`src/class_switch_cfg.svh`:
```
////////////////////////////////////////
// class switch sizes and thresholds
// word width, fifo depth, flag levels
////////////////////////////////////////

`ifndef CLASS_SWITCH_CFG_SVH
`define CLASS_SWITCH_CFG_SVH

// data word, msb carries the class
`define CS_DATA_W     10

// entries per class fifo, power of two
`define CS_FIFO_DEPTH 8

// status flag levels, compared to occupancy
`define CS_AF_LEVEL   6  // almost_full at or above
`define CS_AE_LEVEL   2  // almost_empty at or below

`endif

```
`src/class_switch_pkg.sv`:
```
////////////////////////////////////////
// class switch shared types
// data word, fifo status, output lane
////////////////////////////////////////

`default_nettype none

`include "class_switch_cfg.svh"

package class_switch_pkg;

  // one data word, class in the msb
  typedef struct packed {
    logic                   cls;      // 0 or 1, selects fifo
    logic [`CS_DATA_W-2:0]  payload;  // carried unchanged
  } cs_word_t;

  // flags reported by each class fifo
  typedef struct packed {
    logic empty;         // count == 0
    logic full;          // count == depth
    logic almost_full;   // count >= af level
    logic almost_empty;  // count <= ae level
    logic overflow;      // push refused, one cycle
  } fifo_status_t;

  // one output lane toward downstream
  typedef struct packed {
    logic     valid;  // one cycle per word
    cs_word_t word;
  } lane_t;

endpackage

`default_nettype wire

```
`src/class_demux.sv`:
```
////////////////////////////////////////
// class demux
// captures strobed words, then raises a
// one-hot push for the word's class
////////////////////////////////////////

`default_nettype none

module class_demux (
  input  logic                       clk,
  input  logic                       rst_n,
  input  class_switch_pkg::cs_word_t in_word,
  input  logic                       valid_in,   // single cycle, no back-pressure
  output class_switch_pkg::cs_word_t word,       // to both fifos
  output logic [1:0]                 push        // one-hot by class
);

  class_switch_pkg::cs_word_t in_word_q;  // capture stage
  logic                       in_valid_q;

  ////////////////////////////////////////
  // input capture
  ////////////////////////////////////////
  always_ff @(posedge clk or negedge rst_n) begin
    if (!rst_n) begin
      in_valid_q <= 1'b0;
    end else begin
      in_valid_q <= valid_in;  // strobe follows word
    end
  end

  always_ff @(posedge clk) begin
    if (valid_in) begin
      in_word_q <= in_word;  // hold payload only when strobed
    end
  end

  ////////////////////////////////////////
  // class decode
  ////////////////////////////////////////
  always_ff @(posedge clk or negedge rst_n) begin
    if (!rst_n) begin
      push <= 2'b00;
    end else if (in_valid_q) begin
      push <= in_word_q.cls ? 2'b10 : 2'b01;  // only own class fifo
    end else begin
      push <= 2'b00;
    end
  end

  always_ff @(posedge clk) begin
    word <= in_word_q;  // lines up with push
  end

endmodule

`default_nettype wire

```
`src/class_fifo.sv`:
```
////////////////////////////////////////
// class fifo
// circular buffer for one class, with
// occupancy flags and overflow pulse
////////////////////////////////////////

`default_nettype none

`include "class_switch_cfg.svh"

module class_fifo #(
  parameter int DEPTH = `CS_FIFO_DEPTH  // power of two
) (
  input  logic                           clk,
  input  logic                           rst_n,
  input  logic                           push,     // from demux
  input  logic                           pop,      // from flow control
  input  class_switch_pkg::cs_word_t     wr_word,
  output class_switch_pkg::cs_word_t     rd_word,  // registered on pop
  output class_switch_pkg::fifo_status_t status
);

  localparam int AW = $clog2(DEPTH);  // pointer width
  localparam int CW = AW + 1;         // count reaches DEPTH

  class_switch_pkg::cs_word_t mem [DEPTH];  // storage

  logic [AW-1:0] wr_ptr;
  logic [AW-1:0] rd_ptr;
  logic [CW-1:0] count;   // occupancy
  logic          wr_en;
  logic          rd_en;
  logic          is_full;
  logic          is_empty;

  ////////////////////////////////////////
  // accept and release
  ////////////////////////////////////////
  assign is_full  = (count == CW'(DEPTH));
  assign is_empty = (count == '0);
  assign wr_en    = push & ~is_full;  // push on full is dropped
  assign rd_en    = pop;              // pop while empty is a checker error

  always_ff @(posedge clk or negedge rst_n) begin
    if (!rst_n) begin
      wr_ptr <= '0;
      rd_ptr <= '0;
    end else begin
      if (wr_en) begin
        wr_ptr <= wr_ptr + AW'(1);  // wraps at depth
      end
      if (rd_en) begin
        rd_ptr <= rd_ptr + AW'(1);
      end
    end
  end

  // occupancy, push and pop together cancel
  always_ff @(posedge clk or negedge rst_n) begin
    if (!rst_n) begin
      count <= '0;
    end else begin
      case ({wr_en, rd_en})
        2'b10:   count <= count + CW'(1);
        2'b01:   count <= count - CW'(1);
        default: count <= count;
      endcase
    end
  end

  ////////////////////////////////////////
  // storage
  ////////////////////////////////////////
  always_ff @(posedge clk) begin
    if (wr_en) begin
      mem[wr_ptr] <= wr_word;
    end
  end

  always_ff @(posedge clk) begin
    if (rd_en) begin
      rd_word <= mem[rd_ptr];  // head word, one cycle after pop
    end
  end

  ////////////////////////////////////////
  // status flags
  ////////////////////////////////////////
  always_comb begin
    status.empty        = is_empty;
    status.full         = is_full;
    status.almost_full  = (count >= CW'(`CS_AF_LEVEL));
    status.almost_empty = (count <= CW'(`CS_AE_LEVEL));
    status.overflow     = push & is_full;  // dropped word
  end

endmodule

`default_nettype wire

```
`src/flow_ctrl.sv`:
```
////////////////////////////////////////
// flow control
// pops each class under back-pressure,
// forms lanes, holds the sticky error
////////////////////////////////////////

`default_nettype none

module flow_ctrl (
  input  logic                           clk,
  input  logic                           rst_n,
  input  class_switch_pkg::fifo_status_t status0,
  input  class_switch_pkg::fifo_status_t status1,
  input  class_switch_pkg::cs_word_t     rd_word0,
  input  class_switch_pkg::cs_word_t     rd_word1,
  input  logic [1:0]                     full_down,  // downstream full, per class
  output logic [1:0]                     pop,
  output class_switch_pkg::lane_t        out0,
  output class_switch_pkg::lane_t        out1,
  output logic [1:0]                     af_up,
  output logic [1:0]                     full_up,
  output logic [1:0]                     ae_down,
  output logic                           error
);

  logic [1:0] empty_v;   // per class, bit = class
  logic [1:0] ovf_v;
  logic [1:0] pop_q;     // pop delayed to meet rd_word

  assign empty_v = {status1.empty, status0.empty};
  assign ovf_v   = {status1.overflow, status0.overflow};

  ////////////////////////////////////////
  // pop issue
  ////////////////////////////////////////
  // one word per cycle while data and room downstream
  assign pop = ~empty_v & ~full_down;

  always_ff @(posedge clk or negedge rst_n) begin
    if (!rst_n) begin
      pop_q <= 2'b00;
    end else begin
      pop_q <= pop;  // head word registers on same edge
    end
  end

  ////////////////////////////////////////
  // output lanes
  ////////////////////////////////////////
  always_comb begin
    out0.valid = pop_q[0];
    out0.word  = rd_word0;
    out1.valid = pop_q[1];
    out1.word  = rd_word1;
  end

  // status toward neighbours, bit = class
  assign af_up   = {status1.almost_full,  status0.almost_full};
  assign full_up = {status1.full,         status0.full};
  assign ae_down = {status1.almost_empty, status0.almost_empty};

  ////////////////////////////////////////
  // sticky error
  ////////////////////////////////////////
  always_ff @(posedge clk or negedge rst_n) begin
    if (!rst_n) begin
      error <= 1'b0;
    end else if (|ovf_v) begin
      error <= 1'b1;  // only reset clears it
    end
  end

endmodule

`default_nettype wire

```
`src/class_switch.sv`:
```
////////////////////////////////////////
// class switch layer
// demux into two class fifos, drained by
// flow control onto two output lanes
////////////////////////////////////////

`default_nettype none

module class_switch (
  input  logic                       clk,
  input  logic                       rst_n,
  input  class_switch_pkg::cs_word_t in_word,
  input  logic                       valid_in,   // no back-pressure upstream
  input  logic [1:0]                 full_down,  // per class lane
  output class_switch_pkg::lane_t    out0,       // class 0 words
  output class_switch_pkg::lane_t    out1,       // class 1 words
  output logic [1:0]                 af_up,
  output logic [1:0]                 full_up,
  output logic [1:0]                 ae_down,
  output logic                       error       // sticky overflow
);

  class_switch_pkg::cs_word_t     word;      // demux to fifos
  logic [1:0]                     push;      // one-hot by class
  logic [1:0]                     pop;       // flow control to fifos
  class_switch_pkg::cs_word_t     rd_word0;
  class_switch_pkg::cs_word_t     rd_word1;
  class_switch_pkg::fifo_status_t status0;
  class_switch_pkg::fifo_status_t status1;

  ////////////////////////////////////////
  // input side
  ////////////////////////////////////////
  class_demux u_demux (
    .clk      (clk),
    .rst_n    (rst_n),
    .in_word  (in_word),
    .valid_in (valid_in),
    .word     (word),
    .push     (push)
  );

  ////////////////////////////////////////
  // per class storage
  ////////////////////////////////////////
  class_fifo u_fifo0 (
    .clk     (clk),
    .rst_n   (rst_n),
    .push    (push[0]),
    .pop     (pop[0]),
    .wr_word (word),
    .rd_word (rd_word0),
    .status  (status0)
  );

  class_fifo u_fifo1 (
    .clk     (clk),
    .rst_n   (rst_n),
    .push    (push[1]),
    .pop     (pop[1]),
    .wr_word (word),
    .rd_word (rd_word1),
    .status  (status1)
  );

  ////////////////////////////////////////
  // output side
  ////////////////////////////////////////
  flow_ctrl u_flow (
    .clk       (clk),
    .rst_n     (rst_n),
    .status0   (status0),
    .status1   (status1),
    .rd_word0  (rd_word0),
    .rd_word1  (rd_word1),
    .full_down (full_down),
    .pop       (pop),
    .out0      (out0),
    .out1      (out1),
    .af_up     (af_up),
    .full_up   (full_up),
    .ae_down   (ae_down),
    .error     (error)
  );

endmodule

`default_nettype wire

```
`config.mk`:
```
export PLATFORM = sky130hd
export DESIGN_NAME = class_switch
export DESIGN_NICKNAME = d
export VERILOG_FILES = /design/src/class_switch_pkg.sv /design/src/class_demux.sv /design/src/class_fifo.sv /design/src/flow_ctrl.sv /design/src/class_switch.sv
export VERILOG_INCLUDE_DIRS = /design/src /design/src/src
export SDC_FILE = /design/constraint.sdc
export NUM_CORES = 1
export LEC_CHECK = 0
export BUFFER_PORTS_ARGS = -buffer_cell sky130_fd_sc_hd__buf_2
export CELL_PAD_IN_SITES_DETAIL_PLACEMENT = 1
export CELL_PAD_IN_SITES_GLOBAL_PLACEMENT = 2
export CORE_ASPECT_RATIO = 1.2
export CORE_MARGIN = 2
export CORE_UTILIZATION = 35
export DETAILED_ROUTE_END_ITERATION = 7
export PLACE_DENSITY_LB_ADDON = 0.1
export SKIP_CTS_REPAIR_TIMING = 1
export SLEW_MARGIN = 15
export SYNTH_ARGS = -nofsm -noshare
export SYNTH_HDL_FRONTEND = slang
export SYNTH_SLANG_ARGS = --single-unit
export TNS_END_PERCENT = 30
```
`constraint.sdc`:
```
create_clock -name clk -period 2.9 [get_ports clk]
set_input_delay 0.145 -clock clk [delete_from_list [all_inputs] [get_ports clk]]
set_output_delay 0.145 -clock clk [all_outputs]
set_load 0.01 [all_outputs]
```
==> qor.yml, run 1 <==
synth_cell_types: 33
synth.top_cell.area_share: 0.658
drive_above_1_share: 0.254
clock.fmax_mhz: 401
wirelength_um: 16900
syn_inst: 406
die_x_um: 148
crit_chain: "nor4b_4 -> nor2b_2 -> clkinv_1 -> ha_1 -> xor2_1 -> ha_1 -> a21oi_1 -> xor2_1 -> nor2_1 -> xor2_1"
initial_core_util: 0.354
rows: 63
synth_seq_area_share: 0.756
fin_worst_skew_ns: 0.0101
postLayoutCellArea_um2: 10300
syn2layout_area_growth_pct: 18.6
leakagePower_uw: 0.00365
first_pass_iters: 4
antenna_found_initial: 0
cts_buffers: 24
path_class: "reg2reg"
port_buffers: 43
syn_avg_cell_area_um2: 21.4
period_minus_slack_ns: 2.50
drv_cap: 0
cts_tree: "yes"
hold_violations: 0
cpPeakStageDelay_ns: 0.54
die_h_um: 176
slowest_stage: "dfrtp_1"
drtIter0Drc: 207
syn_nets: 431
clock_sinks: 226
synth_area_um2: 8670
cts.path.max_buffers: 3
htreeDepth: 1
routabilityCongestion: 0.688
synth_seq_cells: 226
final_cell_mix: "edfxtp_1, buf_2, mux4_1, dfrtp_1, clkbuf_16"
start_kind: "flop"
clk_latency_ns: 0.51
postLayoutCoreUtil: 0.420
vias_per_cell: 4.78
final_cells: 837
power.density_nw_per_um2: 954
via_count: 3998
die-area_um2: 26100
grt.overflow.total: 0
finalCritPeriodShare: 0.861
clkTransAtPathRegs_ns: 0.06
worst_pin_slew_ns: 0.647
nets: 519
grt_max_degree: 27
rsz0062_at_grt: "false"
slew_violations: 0
max-vdd-ir-drop_v: 0.000452
dpl.hpwl_um: 10200
post_dp_cell_area_um2: 9370
dp_slack_ns: 0.407
cpMostUsedCell: "xor2_1"
place_inst: 781
fin_ws_ns: 0.404
track_usage: 0.133
fin_setup_tns_ns: 0
drc: 0
grt_pass1_vias: 4257
clock-root-buffer: "clkbuf_16"
required_ns: 3.28
synth_area_leaders: "edfxtp_1, mux4_1, dfrtp_1"
core_um2: 24500
end_kind: "flop"
arrival_ns: 2.88
setup_violations: 0
grt_pass1_wl_um: 25700
wl_per_cell_um: 20.2
hold_path_class: "in2reg"
fillers: 2301
outcome: "finished clean"
yosys.area.top_type: "edfxtp_1"
drtAntennaViolNets: 0
crit_path_max_fanout: 9
ys_warn_count: 0
n_antenna_cell: 0
final_common_cell: "edfxtp_1"
io_pins: 44
slew_headroom: 0.569
-- synthesized netlist by cell type --
cell type,n
a211o_1,2
a211oi_1,2
a21o_1,2
a21oi_1,4
a221o_1,1
a31oi_1,2
and2_1,1
buf_2,4
buf_4,2
buf_6,4
clkbuf_1,6
clkbuf_2,1
clkinv_1,1
dfrtp_1,26
dfxtp_1,10
edfxtp_1,190
ha_1,10
inv_1,1
mux2_2,24
mux4_1,38
mux4_2,2
nand2_1,16
nand2b_1,7
nand3b_1,2
nor2_1,13
nor2b_1,2
nor2b_2,1
nor3_1,6
nor3b_1,4
nor4_1,3
nor4b_4,2
xnor2_1,7
xor2_1,10
-- power breakdown --
group	switching, uW	leakage (uW)	internal [uW]
combinational	995	0.00113	1170
sequential	461	0.00213	4120
clock	1190	0.000385	1880
total	2640	0.00365	7170
-- cell families (layout without fill, tap and decap cells) --
family | after synthesis | count (layout) | share of synthesized area
compound gates | 13 | 13 | 0.0104
flops | 226 | 226 | 0.756
mux | 64 | 64 | 0.152
xor+xnor | 17 | 17 | 0.0172
buf+inv | 19 | 125 | 0.0133
fa+ha+maj | 10 | 10 | 0.0144
simple gates | 57 | 57 | 0.0371
-- flip-flops by register name, summed over array words and instances (netlist names) --
signal / cells
u_fifo1.mem: 80
u_flow.error: 1
u_demux.push: 2
u_flow.pop_q: 2
u_fifo0.rd_word: 10
u_fifo0.rd_ptr: 3
u_demux.word: 10
u_fifo1.wr_ptr: 3
u_fifo1.rd_word: 10
u_fifo1.count: 4
u_fifo0.wr_ptr: 3
u_fifo1.rd_ptr: 3
u_fifo0.count: 4
u_fifo0.mem: 80
u_demux.in_word_q: 10
u_demux.in_valid_q: 1
-- through the flow --
step                      power (uW)  hold WS (ns)
after global routing           10300        0.0346
after CTS                      10000        -0.334
after global placement          6830         0.207
after detailed placement        6900         0.209
final                           9810        0.0298
after floorplan                 6150        -0.151
-- per-layer routing --
metal  part of all wire  track usage
met1               0.41        0.160
met2               0.54        0.246
met3              0.036       0.0194
met4              0.017       0.0357
met5                  0            0
-- worst max-delay path: cells and delay by family (launching register included) --
kind,cells,cell delay (ns)
adder cells (fa/ha/maj),2,0.56
buffers and inverters,1,0.28
flip-flops,1,0.54
AO/OA/AOI/OAI,1,0.15
XOR/XNOR,3,0.47
AND/OR/NAND/NOR,3,0.38
-- cell type report --
class                      instances  area (um^2)  share of cell area
clock buffer                      36          677              0.0658
clock inverter                     8          116              0.0113
inverter                           2         7.51            0.000730
multi-input combinational        161         2010               0.195
sequential                       226         6560               0.637
tap                              325          407              0.0395
timing repair buffer              79          515              0.0501
-- path summary, 6_finish.rpt --
check / startpoint / to / slack (ns) / cells after the start
hold reg to reg: u_demux.in_word_q[1] / u_demux.word[1] / 0.34 / 0
min in group asynchronous: rst_n / u_fifo0.wr_ptr[0] / 0.20 / 2
hold / removal: full_down[0] / u_flow.pop_q[0] / 0.03 / 3
max in group asynchronous: rst_n / u_fifo0.rd_ptr[1] / 2.28 / 2
setup reg to reg: u_fifo0.count[1] / u_fifo0.count[2] / 0.40 / 10
setup / recovery: u_fifo0.count[1] / u_fifo0.count[2] / 0.40 / 10
No activity file was read; power rests on OpenSTA's default activity.
==> inputs of run 2 (changes only) <==
--- a/config.mk
+++ b/config.mk
@@ -6,16 +6,17 @@
 export SDC_FILE = /design/constraint.sdc
 export NUM_CORES = 1
 export LEC_CHECK = 0
+export ABC_AREA = 1
 export BUFFER_PORTS_ARGS = -buffer_cell sky130_fd_sc_hd__buf_2
 export CELL_PAD_IN_SITES_DETAIL_PLACEMENT = 1
 export CELL_PAD_IN_SITES_GLOBAL_PLACEMENT = 2
 export CORE_ASPECT_RATIO = 1.2
 export CORE_MARGIN = 2
 export CORE_UTILIZATION = 35
+export CTS_CLUSTER_DIAMETER = 200
 export DETAILED_ROUTE_END_ITERATION = 7
 export PLACE_DENSITY_LB_ADDON = 0.1
 export SKIP_CTS_REPAIR_TIMING = 1
-export SLEW_MARGIN = 15
 export SYNTH_ARGS = -nofsm -noshare
 export SYNTH_HDL_FRONTEND = slang
 export SYNTH_SLANG_ARGS = --single-unit
==> run 2 against run 1 <==
Effect of this change: core utilization decreased by 0.38 points; first-iteration DRC count rose by 32%; fmax rose by 13%; cell count grew 35%; power is 6.5% higher; flip-flop and latch count did not move; critical path depth rose by 2; sequential share of layout area is essentially flat; sequential power fell by 1%; clock power shrank 4%; via count increased by 35%; die area is 1.9% higher; largest cell class unchanged; largest power group unchanged.
==> qor.yml, run 2 <==
synth_seq_cells: 226
grt_pass1_vias: 5659
wl_per_cell_um: 18.2
n_antenna_cell: 0
syn2layout_area_growth_pct: 16.5
internal_power_uw: 6840
ys_warn_count: 0
setup_violations: 0
grt_pass1_wl_um: 32200
antenna_found_initial: 0
fin_setup_tns_ns: 0
crit_path_max_fanout: 15
wirelength_um: 20500
htreeDepth: 1
crit_family: "adder cells"
routabilityCongestion: 0.704
slew_violations: 0
die-area_um2: 26500
slew_headroom: 0.471
seqPwrFrac: 0.433
p_switching_uw: 3610
outcome: "finished clean"
dpl.hpwl_um: 12400
initial_core_util: 0.357
required_ns: 3.28
clock_sinks: 226
power.density_nw_per_um2: 1020
slowest_stage: "dfrtp_1"
core_um2: 24800
io_pins: 44
synth.top_cell.area_share: 0.646
drtAntennaViolNets: 0
syn_inst: 719
start_kind: "flop"
ys.flop_type: "edfxtp_1"
end_kind: "flop"
cts.path.max_buffers: 3
port_buffers: 43
fin_worst_skew_ns: 0.00903
track_usage: 0.159
die_x_um: 149
synth_area_leaders: "edfxtp_1, dfrtp_1, nor2_1"
fillers: 2637
met1_length_um: 9260
vias_per_cell: 4.78
worst_pin_slew_ns: 0.792
synth_edf_count: 190
drtIter0Drc: 274
top_layer_used: "met4"
hold_violations: 0
cpMostUsedCell: "nand2_1"
swShare: 0.345
rsz0062_at_grt: "false"
cp-startpoint: "u_fifo1.count[3]"
routed-wl-met2_um: 10200
first_pass_iters: 4
drv_cap: 0
fin_ws_ns: 0.693
max-vdd-ir-drop_v: 0.000372
pwr-share-comb: 0.284
finalCritPeriodShare: 0.761
clkTransAtPathRegs_ns: 0.06
syn_nets: 744
final_common_cell: "edfxtp_1"
synth_cell_types: 23
cts_buffers: 24
syn_avg_cell_area_um2: 12.3
grt_max_degree: 43
cpPeakStageDelay_ns: 0.44
final_cell_mix: "edfxtp_1, nor2_1, nand2_1, o21ai_1, buf_2"
pwr-share-clk: 0.283
nets: 809
hold_path_class: "in2async"
leakagePower_uw: 0.00386
die_h_um: 178
cts_tree: "yes"
ys_async_sr_fraction: 0.115
synth_most_common_cell: "edfxtp_1"
arrival_ns: 2.59
period_minus_slack_ns: 2.21
yosys.area.top_type: "edfxtp_1"
path_class: "reg2reg"
grt.overflow.total: 0
dp_slack_ns: 0.682
reg2reg_from: "u_fifo1.count[3]"
yosys-top-cells-count: "edfxtp_1, nor2_1, nand2_1, o21ai_1, o21ai_0"
wl_met3_um: 675
clock-root-buffer: "clkbuf_16"
path_buf_inv: 2
drive_above_1_share: 0.145
clk_latency_ns: 0.51
rows: 63
clock.fmax_mhz: 453
synth_area_um2: 8840
drc: 0
top_regs: "u_fifo0.mem: 80 flops, u_fifo1.mem: 80 flops"
crit_chain: "nor2_1 -> nand2_1 -> nand2_1 -> inv_2 -> ha_1 -> nand2_1 -> inv_1 -> nor2_2 -> ha_1 -> a21oi_1 -> xor2_1 -> o21ai_0"
synth_seq_area_share: 0.742
via_count: 5378
==> run 2: final timing paths <==
check / endpoint / slack, ns / cells after the start
max: u_fifo1.count[2] / 0.69 / 12
min: u_fifo0.rd_ptr[2] / 0.21 / 2
max reg2reg: u_fifo1.count[2] / 0.69 / 12
min reg2reg: u_demux.word[5] / 0.34 / 0
max in group asynchronous: u_fifo1.rd_ptr[2] / 2.24 / 2
min in group clk: u_demux.in_word_q[2] / 0.34 / 2
==> run 2: cells by family after synthesis <==
family | synth area share
AND/OR/NAND/NOR | 0.129
flip-flops | 0.742
buffers and inverters | 0.0306
XOR/XNOR | 0.0119
AO/OA/AOI/OAI | 0.0725
adder cells (fa/ha/maj) | 0.0142
==> run 2: per-layer routing <==
layer / up-vias / GRT usage
met1: 2684 / 0.209
met5: - / 0
met3: 26 / 0.0240
met4: 0 / 0.0373
li1: 2592 / -
met2: 76 / 0.276
==> run 2: power by group through the flow <==
stage	registers [uW]	clock network [uW]	logic [uW]
2_1_floorplan	4540	0	2090
3_3_place_gp	4590	0	2950
3_5_place_dp	4610	0	3040
4_1_cts	4550	3050	3050
5_1_grt	4610	3180	3440
6_report	4530	2950	2970
==> run 2: worst reg2reg max path: cells and delay by family (launching register included) <==
family | cells | cell delay [ns]
XOR/XNOR | 1 | 0.16
AND/OR/NAND/NOR | 5 | 0.39
buffers and inverters | 2 | 0.37
adder cells (fa/ha/maj) | 2 | 0.47
AO/OA/AOI/OAI | 2 | 0.25
flip-flops | 1 | 0.44
==> run 2: per-stage QoR <==
stage,cells,utilization,area (um^2),total power (uW),hold slack (ns)
6_report,1126,0.416,10300,10500,0.211
5_1_grt,1126,0.416,10300,11200,0.280
4_1_cts,1112,0.410,10200,10600,-0.306
3_5_place_dp,1069,0.379,9390,7650,0.229
3_3_place_gp,1069,0.379,9390,7540,0.215
2_1_floorplan,719,-,8840,6630,-0.151
==> run 2: cell type report <==
cell class | count | area (um^2) | share of cell area
Sequential cell | 226 | 6560 | 0.637
Multi-Input combinational cell | 433 | 2010 | 0.195
Clock buffer | 29 | 661 | 0.0642
Timing Repair Buffer | 69 | 445 | 0.0433
Tap cell | 325 | 407 | 0.0395
Inverter | 30 | 113 | 0.0109
Clock inverter | 14 | 103 | 0.00997
==> inputs of run 3 (changes only) <==
--- a/config.mk
+++ b/config.mk
@@ -6,7 +6,7 @@
 export SDC_FILE = /design/constraint.sdc
 export NUM_CORES = 1
 export LEC_CHECK = 0
-export ABC_AREA = 1
+export ABC_AREA = 0
 export BUFFER_PORTS_ARGS = -buffer_cell sky130_fd_sc_hd__buf_2
 export CELL_PAD_IN_SITES_DETAIL_PLACEMENT = 1
 export CELL_PAD_IN_SITES_GLOBAL_PLACEMENT = 2
==> constraint.sdc (replaced) <==
create_clock -name clk -period 2.1 [get_ports clk]
set_input_delay 0.105 -clock clk [delete_from_list [all_inputs] [get_ports clk]]
set_output_delay 0.105 -clock clk [all_outputs]
set_load 0.01 [all_outputs]
==> run 3 against run 2 <==
Effect of this change: flip-flop and latch count unchanged; worst setup slack got worse by 0.62 ns; sequential share of layout area decreased by 1.7 points; non-clock buffer count increased by 25; worst hold slack got worse by 0.19 ns; clock skew decreased by 0.00079 ns; global-route usage decreased by 2.3 points; combinational power increased by 17%; register-to-register slack got worse by 0.62 ns; core utilization increased by 1.6 points; first-iteration DRC count decreased by 36%; cell count decreased by 24%; largest cell class unchanged.
==> qor.yml, run 3 (synthesized netlist as in run 1, its figures left out) <==
outcome: "finished clean"
drv_cap: 0
clock-root-buffer: "clkbuf_16"
wirelength_um: 17400
slew_headroom: 0.560
setup_violations: 0
htreeDepth: 1
antenna_found_initial: 0
cts_buffers: 24
track_usage: 0.135
path_class: "reg2reg"
top_regs: "u_fifo0.mem: 80 flops, u_fifo1.mem: 80 flops"
first_pass_iters: 4
die_h_um: 176
fillers: 2305
io_pins: 44
nets: 534
required_ns: 2.49
wl_per_cell_um: 20.4
die_x_um: 148
max-vdd-ir-drop_v: 0.000833
clock_sinks: 226
final_cell_mix: "edfxtp_1, buf_2, mux4_1, buf_4, clkbuf_16"
clkTransAtPathRegs_ns: 0.06
slew_violations: 0
finalCritPeriodShare: 0.967
drtAntennaViolNets: 0
worst_pin_slew_ns: 0.661
rsz0062_at_grt: "true"
n_antenna_cell: 0
grt_pass1_vias: 4498
hold_path_class: "in2reg"
end_kind: "flop"
routabilityCongestion: 0.712
place_inst: 793
drc: 0
routed-wl-met2_um: 9090
core_um2: 24500
die-area_um2: 26100
power.density_nw_per_um2: 1340
clk_latency_ns: 0.51
top_layer_used: "met4"
hold_violations: 0
cts.path.max_buffers: 3
drive_above_1_share: 0.321
grt_max_degree: 27
arrival_ns: 2.42
dpl.hpwl_um: 10400
syn2layout_area_growth_pct: 22.1
rows: 63
final_cells: 852
cts_tree: "yes"
post_dp_cell_area_um2: 9550
final_common_cell: "edfxtp_1"
period_minus_slack_ns: 2.03
clock.fmax_mhz: 493
grt_pass1_wl_um: 26500
leakagePower_uw: 0.00375
wl_met3_um: 508
drtIter0Drc: 175
postLayoutCellArea_um2: 10600
port_buffers: 43
met1_length_um: 7440
grt.overflow.total: 0
crit_path_max_fanout: 5
via_count: 4072
vias_per_cell: 4.78
start_kind: "flop"
fin_worst_skew_ns: 0.00823
initial_core_util: 0.354
[run 3: power breakdown]
| part | internal, uW | switching (uW) |
|---|---|---|
| sequential | 5710 | 609 |
| clock | 2720 | 1700 |
| combinational | 1900 | 1570 |
| total | 10300 | 3880 |
[run 3: per-stage QoR]
step                setup TNS [ns]  hold slack [ns]  worst slack, ns   util  total power, uW
detailed placement         -0.0517            0.185          -0.0324  0.390             9850
floorplan                   -0.912           -0.191          -0.0772      -             8590
CTS                        -0.0948           -0.375          -0.0540  0.424            14400
global route               -0.0712           0.0175          -0.0419  0.432            14900
global placement                 0            0.173           0.0532  0.390             9720
finish                           0           0.0232           0.0701  0.432            14200
[run 3: worst paths after layout]
check	cells after the start	startpoint	slack [ns]	to
min	3	full_down[1]	0.02	u_flow.pop_q[1]
max	9	u_fifo1.count[1]	0.07	u_fifo1.count[2]
min in group asynchronous	2	rst_n	0.15	u_fifo1.count[2]
max reg2reg	9	u_fifo1.count[1]	0.07	u_fifo1.count[2]
min reg2reg	0	u_demux.in_word_q[4]	0.34	u_demux.word[4]
max in group asynchronous	2	rst_n	1.47	u_fifo0.count[1]
[run 3: area by class of cell]
| type | instances | area [um^2] | area share |
|---|---|---|---|
| Multi-Input combinational cell | 161 | 2090 | 0.198 |
| Clock inverter | 12 | 174 | 0.0164 |
| Timing Repair Buffer | 94 | 678 | 0.0641 |
| Clock buffer | 32 | 662 | 0.0625 |
| Sequential cell | 226 | 6560 | 0.620 |
| Inverter | 2 | 7.51 | 0.000709 |
| Tap cell | 325 | 407 | 0.0384 |
[run 3: per-layer routing]
| layer | track usage | vias up |
|---|---|---|
| met4 | 0.0381 | 0 |
| li1 | - | 1860 |
| met2 | 0.245 | 59 |
| met1 | 0.167 | 2125 |
| met3 | 0.0217 | 28 |
| met5 | 0 | - |
[run 3: critical path, stage by stage (launching register included)]
cell     delay [ns]
dfrtp_2        0.46
nor4_4         0.34
nor2_4         0.09
ha_4           0.19
xor2_1         0.14
ha_1           0.19
a21oi_2        0.13
xor2_1         0.17
nor2_1         0.07
xor2_1         0.14
